===== config.mk =====
export PLATFORM = sky130hd
export DESIGN_NAME = icache_ctrl
export DESIGN_NICKNAME = d
export VERILOG_FILES = /design/src/rtl/mem_bus_pkg.sv /design/src/rtl/icache_pkg.sv /design/src/rtl/icache_ctrl.sv
export VERILOG_INCLUDE_DIRS = /design/src /design/src/rtl
export SDC_FILE = /design/constraint.sdc
export NUM_CORES = 1
export LEC_CHECK = 0
export ABC_CLOCK_PERIOD_IN_PS = 3200
export BUFFER_PORTS_ARGS = -buffer_cell sky130_fd_sc_hd__buf_2
export CORE_ASPECT_RATIO = 1.2
export CORE_MARGIN = 4
export CORE_UTILIZATION = 25
export DETAILED_ROUTE_END_ITERATION = 6
export SLEW_MARGIN = 0
export SYNTH_ARGS = -nofsm -noshare
export SYNTH_HDL_FRONTEND = slang
export SYNTH_SLANG_ARGS = --single-unit

===== constraint.sdc =====
create_clock -name clk -period 3.2 [get_ports clk]
set_input_delay 0.96 -clock clk [delete_from_list [all_inputs] [get_ports clk]]
set_output_delay 0.96 -clock clk [all_outputs]
set_load 0.01 [all_outputs]

===== src/rtl/icache_params.svh =====
`ifndef ICACHE_PARAMS_SVH
`define ICACHE_PARAMS_SVH

// two ways of 4 KB, 32-byte lines
`define ICACHE_WAYS 2
`define ICACHE_SETS 128
`define ICACHE_LINE_BEATS 8

// address fields
`define ICACHE_INDEX_LO 5
`define ICACHE_INDEX_HI 11
`define ICACHE_TAG_LO 12
`define ICACHE_PAIR_LO 3

// fetches at or above this bypass the arrays
`define ICACHE_UNCACHED_BASE 32'hA000_0000

`endif


===== src/rtl/mem_bus_pkg.sv =====
package mem_bus_pkg;

    // held until accepted, len is the beat count
    typedef struct packed {
        logic [31:0] addr;
        logic [3:0]  len;
    } bus_req_t;

    typedef struct packed {
        logic [31:0] data;
    } bus_beat_t;

endpackage


===== src/rtl/icache_pkg.sv =====
`include "icache_params.svh"

package icache_pkg;

    // mask bit 0 is the lower slot, bit 1 the upper slot
    typedef struct packed {
        logic [31:0] pc;
        logic [1:0]  mask;
    } fetch_req_t;

    typedef struct packed {
        logic [31:0]      pc;
        logic [1:0]       mask;
        logic [1:0][31:0] insts;
    } fetch_resp_t;

    typedef struct packed {
        logic                       valid;
        logic [31:`ICACHE_TAG_LO]   tag;
    } tag_entry_t;

    // index invalidate, addr bit 0 picks the way
    typedef struct packed {
        logic [31:0] addr;
    } cacop_req_t;

endpackage


===== src/rtl/icache_ctrl.sv =====
`include "icache_params.svh"

module icache_ctrl (
    input  logic                      clk,
    input  logic                      rst_n,
    input  logic                      flush_i,
    input  logic                      stage_valid_i,
    input  icache_pkg::fetch_req_t    stage_i,
    input  logic [`ICACHE_WAYS-1:0]   hit_i,
    input  logic [63:0]               rd_pair_i,
    input  logic                      cacop_valid_i,
    input  icache_pkg::cacop_req_t    cacop_i,
    input  logic                      bus_req_ready_i,
    input  logic                      bus_beat_valid_i,
    input  mem_bus_pkg::bus_beat_t    bus_beat_i,
    output logic                      busy_o,
    output logic                      resp_valid_o,
    output logic [63:0]               resp_insts_o,
    output logic [31:0]               wr_addr_o,
    output logic [`ICACHE_WAYS-1:0]   wr_way_o,
    output icache_pkg::tag_entry_t    wr_tag_o,
    output logic [63:0]               wr_data_o,
    output logic                      tag_we_o,
    output logic                      bus_req_valid_o,
    output mem_bus_pkg::bus_req_t     bus_req_o,
    output logic                      cacop_done_o
);

    localparam int CNT_W = $clog2(`ICACHE_LINE_BEATS);

    typedef enum logic [2:0] {
        S_IDLE,
        S_MISS_REQ,
        S_MISS_XFER,
        S_UC_REQ,
        S_UC_XFER
    } state_e;

    state_e state_q;
    state_e state_d;

    logic [CNT_W-1:0]         cnt_q;
    logic [`ICACHE_SETS-1:0]  rr_q;
    logic                     fin_q;
    logic                     done_q;

    logic [31:0]                               addr_q;
    logic                                      victim_q;
    logic [`ICACHE_INDEX_LO-1:`ICACHE_PAIR_LO] pair_sel_q;
    logic                                      uc_two_q;
    logic                                      uc_hi_q;
    logic [31:0]                               lo_word_q;
    logic [1:0][31:0]                          pair_q;

    logic uncached;
    logic take_cacop;
    logic start_miss;
    logic start_uc;
    logic beat;
    logic last_beat;

    assign uncached  = stage_i.pc >= `ICACHE_UNCACHED_BASE;
    assign beat      = bus_beat_valid_i && (state_q == S_MISS_XFER || state_q == S_UC_XFER);
    assign last_beat = (state_q == S_MISS_XFER) ? (cnt_q == CNT_W'(`ICACHE_LINE_BEATS - 1))
                                                : (!uc_two_q || cnt_q[0]);

    assign cacop_done_o = done_q;

    always_comb begin
        state_d         = state_q;
        busy_o          = 1'b1;
        resp_valid_o    = 1'b0;
        resp_insts_o    = rd_pair_i;
        take_cacop      = 1'b0;
        start_miss      = 1'b0;
        start_uc        = 1'b0;
        wr_addr_o       = {addr_q[31:`ICACHE_INDEX_LO], cnt_q[CNT_W-1:1],
                           {`ICACHE_PAIR_LO{1'b0}}};
        wr_way_o        = '0;
        wr_tag_o        = '{valid: 1'b1, tag: addr_q[31:`ICACHE_TAG_LO]};
        wr_data_o       = {bus_beat_i.data, lo_word_q};
        tag_we_o        = 1'b0;
        bus_req_valid_o = 1'b0;
        bus_req_o.addr  = addr_q;
        bus_req_o.len   = (state_q == S_UC_REQ) ? (uc_two_q ? 4'd2 : 4'd1)
                                                : 4'(`ICACHE_LINE_BEATS);
        case (state_q)
            S_IDLE: begin
                busy_o = 1'b0;
                if (fin_q) begin
                    // buffered result of the bus transfer just finished
                    resp_valid_o = stage_valid_i && !flush_i;
                    resp_insts_o = pair_q;
                end else if (cacop_valid_i) begin
                    busy_o               = 1'b1;
                    take_cacop           = 1'b1;
                    wr_addr_o            = cacop_i.addr;
                    wr_way_o[cacop_i.addr[0]] = 1'b1;
                    wr_tag_o             = '0;
                    tag_we_o             = 1'b1;
                end else if (stage_valid_i && !flush_i) begin
                    if (uncached) begin
                        busy_o   = 1'b1;
                        start_uc = 1'b1;
                        state_d  = S_UC_REQ;
                    end else if (|hit_i) begin
                        resp_valid_o = 1'b1;
                    end else begin
                        busy_o     = 1'b1;
                        start_miss = 1'b1;
                        state_d    = S_MISS_REQ;
                    end
                end
            end
            S_MISS_REQ, S_UC_REQ: begin
                bus_req_valid_o = 1'b1;
                if (bus_req_ready_i) begin
                    state_d = (state_q == S_MISS_REQ) ? S_MISS_XFER : S_UC_XFER;
                end
            end
            S_MISS_XFER: begin
                // one pair per two beats, tag alongside
                if (beat && cnt_q[0]) begin
                    wr_way_o[victim_q] = 1'b1;
                    tag_we_o           = 1'b1;
                end
                if (beat && last_beat) begin
                    state_d = S_IDLE;
                end
            end
            S_UC_XFER: begin
                if (beat && last_beat) begin
                    state_d = S_IDLE;
                end
            end
            default: begin
                state_d = S_IDLE;
            end
        endcase
    end

    always_ff @(posedge clk) begin
        if (!rst_n) begin
            state_q <= S_IDLE;
            cnt_q   <= '0;
            rr_q    <= '0;
            fin_q   <= 1'b0;
            done_q  <= 1'b0;
        end else begin
            state_q <= state_d;
            fin_q   <= beat && last_beat;
            done_q  <= take_cacop;
            if (start_miss || start_uc) begin
                cnt_q <= '0;
            end else if (beat) begin
                cnt_q <= cnt_q + 1'b1;
            end
            // next refill of this set takes the other way
            if (beat && last_beat && state_q == S_MISS_XFER) begin
                rr_q[addr_q[`ICACHE_INDEX_HI:`ICACHE_INDEX_LO]] <=
                    !rr_q[addr_q[`ICACHE_INDEX_HI:`ICACHE_INDEX_LO]];
            end
        end
    end

    always_ff @(posedge clk) begin
        if (start_miss) begin
            addr_q     <= {stage_i.pc[31:`ICACHE_INDEX_LO], {`ICACHE_INDEX_LO{1'b0}}};
            victim_q   <= rr_q[stage_i.pc[`ICACHE_INDEX_HI:`ICACHE_INDEX_LO]];
            pair_sel_q <= stage_i.pc[`ICACHE_INDEX_LO-1:`ICACHE_PAIR_LO];
        end
        if (start_uc) begin
            // mask 10 fetches only the upper word
            addr_q   <= {stage_i.pc[31:`ICACHE_PAIR_LO], {`ICACHE_PAIR_LO{1'b0}}} |
                        ((stage_i.mask == 2'b10) ? 32'd4 : 32'd0);
            uc_two_q <= (stage_i.mask == 2'b11);
            uc_hi_q  <= (stage_i.mask == 2'b10);
        end
        if (beat && !cnt_q[0]) begin
            lo_word_q <= bus_beat_i.data;
        end
        if (beat && state_q == S_MISS_XFER && cnt_q[0] &&
            cnt_q[CNT_W-1:1] == pair_sel_q) begin
            pair_q <= {bus_beat_i.data, lo_word_q};
        end
        if (beat && state_q == S_UC_XFER) begin
            pair_q[cnt_q[0] | uc_hi_q] <= bus_beat_i.data;
        end
    end

endmodule


==> metrics.md, run 1 <==
| Metric | Value |
|---|---|
| Sum of negative setup slack | `-0.0537 ns` |
| Period utilization | `101%` |
| Area grow syn2layout | `35.8%` |
| Asr flop ratio synth | `0%` |
| Maximum fanout along the worst path | `7` |
| Startpoint type of the worst setup path | `register` |
| Count of port buffers added during placement | `388` |
| Synth cell count leaders | `200 x sky130_fd_sc_hd__dfxtp_1, 172 x sky130_fd_sc_hd__nor2_1, 95 x sky130_fd_sc_hd__o21ai_0` |
| Vias in the first global route | `12100` |
| Post-layout instance area | `18300 um^2` |
| Fraction of final layout cells sized beyond drive strength 1 | `41.9%` |
| Setup violations, final | `5` |
| Clock transition time at the flip-flop clock pins of the worst setup and hold paths | `0.06 ns` |
| Clock period minus final worst setup slack | `3.22 ns` |
| Ratio of total power to cell area | `447 nW/um^2` |
| Total clock buffers created by CTS | `31` |
| Die outline height | `262 um` |
| Critical Path End Type | `primary output` |
| Sum of net half-perimeters after detailed placement | `39.0 mm` |
| Final Hold Violating Endpoints | `0` |
| Number of DRC markers in iteration 0 | `1271` |
| RSZ-0062 raised after global routing | `yes` |
| Global-route wire length before repair | `77.3 mm` |
| Avg WL per Cell | `22.6 um` |
| Final routed DRC violation total | `0` |
| Register area | `6020 um^2` |
| Data arrival time of the critical path | `2.26 ns` |
| Final cell count without fillers | `2441` |
| Die Area | `57700 um^2` |
| Synth top area share | `29.7%` |
| Clk sinks | `267` |
| Number of buffers between clock root and the deepest sink | `3` |
| Post-synthesis instance total | `1322` |
| Sequential element share of the synthesized area | `44.7%` |
| Total Nets Final | `1882` |
| Weighted congestion reported at the end of routability-driven placement | `0.887` |
| Power Internal | `6.14 mW` |
| Number of warnings printed during yosys synthesis | `0` |
| Area contributors post-synth | `sky130_fd_sc_hd__dfxtp_1 30%, sky130_fd_sc_hd__edfxtp_1 15%, sky130_fd_sc_hd__mux4_2 7.9%` |
| Global routing usage summed across all routing layers | `17.4%` |
| Io pins | `395` |
| Placed standard-cell area | `16400 um^2` |
| Antenna violations before repair | `5` |
| Part of the total power dissipated in the clock network | `45.2%` |
| Cell leakage power | `7.48 nW` |
| Post-Synthesis Mean Instance Area | `10.2 um^2` |
| Largest voltage drop on the vdd net | `0.000358 V` |
| #FFs+latches synth | `267` |
| Combinational cell fraction of total power | `11.4%` |
| Number of flops mapped to enable cells by yosys | `67` |
| Row Count | `92` |
| Clock H-tree levels | `1` |
| Clk_lat worst skew | `0.58 ns` |
| Final Hold Slack | `0.468 ns` |
| Highest clock rate | `0.311 GHz` |
| Routed wire length | `55.2 mm` |
| Worst R2R Setup Slack | `0.60 ns` |
| Net switching share of the total power | `24.9%` |
| Worst-Margin Slew | `1.02 ns` |
| Die Span X | `220 um` |
| Count of max-cap constraint violations | `0` |
| Crit Path Category | `reg -> out` |
| Worst max-slew margin expressed relative to the limit | `31.3%` |
| Post-placement cell count | `2364` |
| Share of power burned in registers | `43.4%` |
| Max-slew violation count | `0` |
| Post-layout total power | `8.18 mW` |
| TritonCTS clock tree | `built` |
| Status | `complete, but fails checks` |
| Dominant cell by count in the synthesized netlist | `sky130_fd_sc_hd__dfxtp_1` |
| Violations in the final reports | `negative setup slack` |
| Top_reg_cell synth | `sky130_fd_sc_hd__dfxtp_1` |
| Final worst slack | `-0.0162 ns` |
| Antenna-violating nets left | `0` |
| Hold Crit Class | `reg -> reg` |
| Power dissipated by switching net loads | `2.04 mW` |
| Worst setup timing slack at the placement stage | `-0.182 ns` |
| Required @ worst endpoint | `2.24 ns` |
| Synth area leader | `sky130_fd_sc_hd__dfxtp_1` |
| Largest net degree at the start of global routing | `113` |
| Area of combinational cells with multiple inputs | `7060 um^2` |
| Area of the core region | `53000 um^2` |
| Starting utilization of the core area | `25.4%` |
| Remaining global-route overflow | `0` |
| Routed via count | `12700` |
| Fill cell total of the finished layout | `5304` |
| Final Core Density | `34.5%` |
| Clock tree root buffer cell | `sky130_fd_sc_hd__clkbuf_16` |
| Cell Area, Synth | `13500 um^2` |
| Number of detailed-routing iterations run before antenna repair | `5` |
| Distinct cell type count after synthesis | `56` |
| Post-DR vias/cell | `5.19` |
| Clock Skews | `0.0170 ns` |
[registers in the layout (all words and copies together) (netlist names), 2 cells and up]
| signal | count |
|---|---|
| rr_q | 128 |
| addr_q | 30 |
| pair_sel_q | 2 |
| lo_word_q | 32 |
| cnt_q | 3 |
| state_q | 3 |
| pair_q | 64 |
[final timing paths]
path | start | cells after the start | to
min reg2reg | pair_q[38] | 1 | pair_q[38]
min | pair_q[38] | 1 | pair_q[38]
max reg2reg | addr_q[6] | 8 | rr_q[56]
max | state_q[1] | 7 | wr_addr_o[7]
[cell families after synthesis]
| kind of cell | share of synthesized area [%] |
|---|---|
| and+or+nand+nor | 13.3 |
| AOI/OAI and AO/OA | 15.0 |
| DFF | 44.7 |
| muxes | 21.2 |
| buffers and inverters | 5.41 |
| xor gates and xnor gates | 0.195 |
| adders and majority gates | 0.186 |
| other | 0.0278 |
[power by group through the flow]
stage          Combinational, mW  Clock (mW)  Sequential, mW
2_1_floorplan              0.390           0            3.61
6_report                   0.933        3.70            3.55
4_1_cts                    0.826        3.80            3.55
5_1_grt                    0.988        3.92            3.55
3_5_place_dp               0.805           0            3.62
3_3_place_gp               0.796           0            3.62
[final cells by class]
| class | count | area share [%] |
|---|---|---|
| multi-input combinational | 911 | 38.6 |
| inverter | 7 | 0.171 |
| sequential | 267 | 32.9 |
| antenna | 3 | 0.0410 |
| clock buffer | 36 | 4.34 |
| tap | 705 | 4.82 |
| clock inverter | 21 | 1.39 |
| timing repair buffer | 491 | 17.7 |
[layout by cell type (no fill, tap or decap), types with 5 or more instances in the layout]
master / netlist / routed
sky130_fd_sc_hd__buf_12: 0 / 14
sky130_fd_sc_hd__buf_2: 22 / 348
sky130_fd_sc_hd__clkbuf_1: 57 / 5
sky130_fd_sc_hd__and2_4: 0 / 13
sky130_fd_sc_hd__o221ai_1: 8 / 8
sky130_fd_sc_hd__a311oi_1: 65 / 65
sky130_fd_sc_hd__and2_1: 28 / 16
sky130_fd_sc_hd__nor2_1: 172 / 170
sky130_fd_sc_hd__mux2_1: 9 / 9
sky130_fd_sc_hd__bufinv_16: 0 / 5
sky130_fd_sc_hd__mux2_4: 0 / 56
sky130_fd_sc_hd__mux2_2: 88 / 32
sky130_fd_sc_hd__buf_6: 2 / 43
sky130_fd_sc_hd__a221oi_1: 8 / 8
sky130_fd_sc_hd__a21oi_1: 51 / 51
sky130_fd_sc_hd__nand2_1: 78 / 71
sky130_fd_sc_hd__clkinv_1: 1 / 5
sky130_fd_sc_hd__nand2_2: 0 / 6
sky130_fd_sc_hd__mux2i_1: 65 / 65
sky130_fd_sc_hd__nand3_1: 60 / 60
sky130_fd_sc_hd__o21ai_0: 95 / 93
sky130_fd_sc_hd__o221a_2: 17 / 17
sky130_fd_sc_hd__buf_4: 37 / 80
sky130_fd_sc_hd__mux4_2: 47 / 47
sky130_fd_sc_hd__o22ai_1: 9 / 8
sky130_fd_sc_hd__clkbuf_16: 0 / 35
sky130_fd_sc_hd__nor2b_1: 16 / 16
sky130_fd_sc_hd__nor3_1: 7 / 5
sky130_fd_sc_hd__nand4_1: 5 / 5
sky130_fd_sc_hd__and3_1: 10 / 10
sky130_fd_sc_hd__clkinv_2: 0 / 5
sky130_fd_sc_hd__edfxtp_1: 67 / 67
sky130_fd_sc_hd__dfxtp_1: 200 / 197
sky130_fd_sc_hd__a21o_1: 21 / 21
sky130_fd_sc_hd__nand2b_1: 6 / 6
[critical path: stages (launching register included)]
cell and delay (ns):
sky130_fd_sc_hd__dfxtp_2 0.33, sky130_fd_sc_hd__nor4_4 0.28, sky130_fd_sc_hd__buf_4 0.19, sky130_fd_sc_hd__and2_4 0.19, sky130_fd_sc_hd__buf_12 0.14, sky130_fd_sc_hd__nand2_1 0.19
sky130_fd_sc_hd__nand2_1 0.18, sky130_fd_sc_hd__buf_2 0.16
[layer usage]
| layer | share of wire, % | GRT usage (%) | vias up | wire length (um) |
|---|---|---|---|---|
| met5 | 0.029 | 0 | - | 16 |
| met2 | 47 | 28.2 | 663 | 26000 |
| met1 | 38 | 21.6 | 6171 | 21200 |
| met3 | 8.2 | 3.04 | 146 | 4560 |
| li1 | - | - | 5698 | - |
| met4 | 6.3 | 9.81 | 2 | 3470 |
[repair_timing]
action / in CTS / in global routing
cloned: 3 / 4
gates resized for setup: 23 / 128
setup buffers: 5 / 8
pin swaps: 1 / 3
endpoints found under the setup margin: 91 / 112
hold buffers: 0 / 0
(Power assumes the default switching activity.)
==> run 2, diff against run 1 <==
--- a/config.mk
+++ b/config.mk
@@ -16,3 +16,4 @@
 export SYNTH_ARGS = -nofsm -noshare
 export SYNTH_HDL_FRONTEND = slang
 export SYNTH_SLANG_ARGS = --single-unit
+export TNS_END_PERCENT = 10
==> metrics.md, run 2 (synthesis gave the netlist of run 1 again) <==
| Metric | Value |
|---|---|
| Min-Delay Path Depth | `1 (unchanged)` |
| Post-layout total power | `8.17 mW (was 8.18 mW)` |
| Number of detailed-routing iterations run before antenna repair | `5 (unchanged)` |
| Area of the core region | `53000 um^2 (unchanged)` |
| Sum of negative setup slack | `-0.0703 ns (was -0.0537 ns)` |
| Data arrival time of the critical path | `2.27 ns (was 2.26 ns)` |
| Combinational cell fraction of total power | `11.3% (was 11.4%)` |
| Worst setup timing slack at the placement stage | `-0.182 ns (unchanged)` |
| Worst max-slew margin expressed relative to the limit | `34.3% (was 31.3%)` |
| Largest registers | `rr_q: 128 flops, pair_q: 64 flops, lo_word_q: 32 flops (unchanged)` |
| Cell leakage power | `7.45 nW (was 7.48 nW)` |
| Startpoint type of the worst setup path | `register (unchanged)` |
| Most common cell after layout, fill and taps aside | `sky130_fd_sc_hd__buf_2 (unchanged)` |
| Beginning of the worst register-to-register path | `addr_q[6] (unchanged)` |
| Violations in the final reports | `negative setup slack (unchanged)` |
| Largest voltage drop on the vdd net | `0.000359 V (was 0.000358 V)` |
| Count of max-cap constraint violations | `0 (unchanged)` |
| Routed wire length | `55.3 mm (was 55.2 mm)` |
| Status | `complete, but fails checks (unchanged)` |
| Post-DR vias/cell | `5.17 (was 5.19)` |
| Worst-Margin Slew | `0.978 ns (was 1.02 ns)` |
| Slowest library cell on the worst path | `sky130_fd_sc_hd__dfxtp_2 (unchanged)` |
| Vias in the first global route | `12000 (was 12100)` |
| Flip-flop count of the largest register, all copies and words added | `128 (unchanged)` |
| Net switching share of the total power | `25.0% (was 24.9%)` |
| Total Nets Final | `1885 (was 1882)` |
| Antenna-violating nets left | `0 (unchanged)` |
| Area grow syn2layout | `35.6% (was 35.8%)` |
| Register name with the most flops | `rr_q (unchanged)` |
| Max-slew violation count | `0 (unchanged)` |
| Highest clock rate | `0.310 GHz (was 0.311 GHz)` |
| Global-route wire length before repair | `77.0 mm (was 77.3 mm)` |
| Row Count | `92 (unchanged)` |
| Antenna violations before repair | `5 (unchanged)` |
| Clock transition time at the flip-flop clock pins of the worst setup and hold paths | `0.06 ns (about the same)` |
| Final Hold Slack | `0.467 ns (was 0.468 ns)` |
| Sequence of cells on the critical path | `buf_6, nor3_4, and2_4, buf_12, clkbuf_16, mux2_2, buf_2 (was nor4_4, buf_4, and2_4, buf_12, nand2_1, nand2_1, buf_2)` |
| Clock Skews | `0.0185 ns (was 0.0170 ns)` |
| Power Internal | `6.13 mW (was 6.14 mW)` |
| Required @ worst endpoint | `2.24 ns (about the same)` |
| Min-Delay Startpoint | `pair_q[38] (unchanged)` |
| Routed via count | `12600 (was 12700)` |
| Remaining global-route overflow | `0 (unchanged)` |
| Part of the total power dissipated in the clock network | `45.3% (was 45.2%)` |
| Depth of the worst register-to-register path | `8 (unchanged)` |
| Number of buffers between clock root and the deepest sink | `3 (unchanged)` |
| Die Span X | `220 um (unchanged)` |
| Crit Path Category | `reg -> out (unchanged)` |
| RSZ-0062 raised after global routing | `yes (unchanged)` |
| Sum of net half-perimeters after detailed placement | `39.0 mm (unchanged)` |
| Crit Reg-Reg Endpoint | `rr_q[56] (unchanged)` |
| Final Hold Violating Endpoints | `0 (unchanged)` |
| Worst R2R Setup Slack | `0.60 ns (about the same)` |
| Power dissipated by switching net loads | `2.04 mW (about the same)` |
| Hold Crit Class | `reg -> reg (unchanged)` |
| Clock period minus final worst setup slack | `3.23 ns (was 3.22 ns)` |
| Maximum fanout along the worst path | `8 (was 7)` |
| Setup violations, final | `8 (was 5)` |
| Fill cell total of the finished layout | `5304 (unchanged)` |
| Critical Path End Type | `primary output (unchanged)` |
| Share of power burned in registers | `43.4% (about the same)` |
| Period utilization | `101% (about the same)` |
| Final routed DRC violation total | `0 (unchanged)` |
| Final worst slack | `-0.0278 ns (was -0.0162 ns)` |
| Avg WL per Cell | `22.6 um (about the same)` |
| Weighted congestion reported at the end of routability-driven placement | `0.887 (unchanged)` |
| Clock tree root buffer cell | `sky130_fd_sc_hd__clkbuf_16 (unchanged)` |
| Die Area | `57700 um^2 (unchanged)` |
| Clk_lat worst skew | `0.58 ns (about the same)` |
| Stage delay of the slowest cell on the critical path | `0.34 ns (was 0.33 ns)` |
| Die outline height | `262 um (unchanged)` |
| Clock H-tree levels | `1 (unchanged)` |
| Total clock buffers created by CTS | `31 (unchanged)` |
| Io pins | `395 (unchanged)` |
| Fraction of final layout cells sized beyond drive strength 1 | `42.0% (was 41.9%)` |
| Worst Hold Path EP | `pair_q[38] (unchanged)` |
| TritonCTS clock tree | `built (unchanged)` |
| Number of DRC markers in iteration 0 | `1149 (was 1271)` |
| Global routing usage summed across all routing layers | `17.3% (was 17.4%)` |
| Ratio of total power to cell area | `447 nW/um^2 (about the same)` |
| Largest net degree at the start of global routing | `113 (unchanged)` |
| Clk sinks | `267 (unchanged)` |
| Count of port buffers added during placement | `388 (unchanged)` |
| Highest-count cells in the layout ignoring fill and taps | `353 x sky130_fd_sc_hd__buf_2, 197 x sky130_fd_sc_hd__dfxtp_1, 170 x sky130_fd_sc_hd__nor2_1, 93 x sky130_fd_sc_hd__o21ai_0, 78 x sky130_fd_sc_hd__buf_4 (was 348 x sky130_fd_sc_hd__buf_2, 197 x sky130_fd_sc_hd__dfxtp_1, 170 x sky130_fd_sc_hd__nor2_1, 93 x sky130_fd_sc_hd__o21ai_0, 80 x sky130_fd_sc_hd__buf_4)` |
| Cts-stage hold buffer count | `0 (unchanged)` |
| Starting utilization of the core area | `25.4% (unchanged)` |
[run 2: metrics by stage]
| stage | std cells | utilization, % | instance area (um^2) |
|---|---|---|---|
| 5_1_grt | 2443 | 34.5 | 18300 |
| 4_1_cts | 2425 | 33.2 | 17600 |
| 2_1_floorplan | 1324 | - | 13500 |
| 3_3_place_gp | 2364 | 30.9 | 16400 |
| 6_report | 2444 | 34.5 | 18300 |
| 3_5_place_dp | 2364 | 30.9 | 16400 |
[run 2: how the worst max path moves through the flow]
stage                      from               to  cells after the start
2_1_floorplan  bus_beat_valid_i     lo_word_q[0]                      3
3_3_place_gp         stage_i[7]         victim_q                      6
3_5_place_dp         stage_i[7]         victim_q                      6
4_1_cts              state_q[2]    wr_addr_o[10]                      9
5_1_grt              state_q[0]  resp_insts_o[1]                      7
6_report             state_q[0]  resp_insts_o[1]                      7
[run 2: area by class of cell]
cell class / count / area (um^2) / share of cell area (%)
repair buffers: 494 / 3290 / 18.0
well taps: 705 / 882 / 4.83
multi-input cells: 911 / 6990 / 38.3
flip-flops and latches: 267 / 6020 / 32.9
diodes: 3 / 7.51 / 0.0411
inverters: 7 / 31.3 / 0.171
clock buffers: 36 / 795 / 4.35
clock inverters: 21 / 254 / 1.39
[run 2: critical path: cells and delay by family (launching register included)]
| kind | cells | cell delay, ns |
|---|---|---|
| multiplexers | 1 | 0.33 |
| buffers and inverters | 4 | 0.62 |
| flip-flops | 1 | 0.34 |
| AND/OR/NAND/NOR | 2 | 0.39 |
[run 2: what timing repair did]
item	4_1_cts	5_1_grt
setup endpoints to repair	91	112
cloned	2	7
pin swaps	1	5
gates resized for setup	35	90
setup buffers	2	9
[run 2: per-layer routing]
layer | GRT usage, % | vias to the layer above | routed length, um
li1 | - | 5702 | -
met1 | 21.6 | 6074 | 20700
met2 | 28.1 | 712 | 26200
met3 | 3.01 | 140 | 5120
met4 | 9.66 | 2 | 3160
met5 | 0 | - | 20
[run 2: power by group through the flow]
| stage | Combinational [mW] | Sequential, mW | Clock, mW |
|---|---|---|---|
| finish | 0.921 | 3.55 | 3.70 |
| global route | 0.974 | 3.55 | 3.92 |
| CTS | 0.830 | 3.55 | 3.80 |
| detailed placement | 0.805 | 3.62 | 0 |
| global placement | 0.796 | 3.62 | 0 |
| floorplan | 0.390 | 3.61 | 0 |
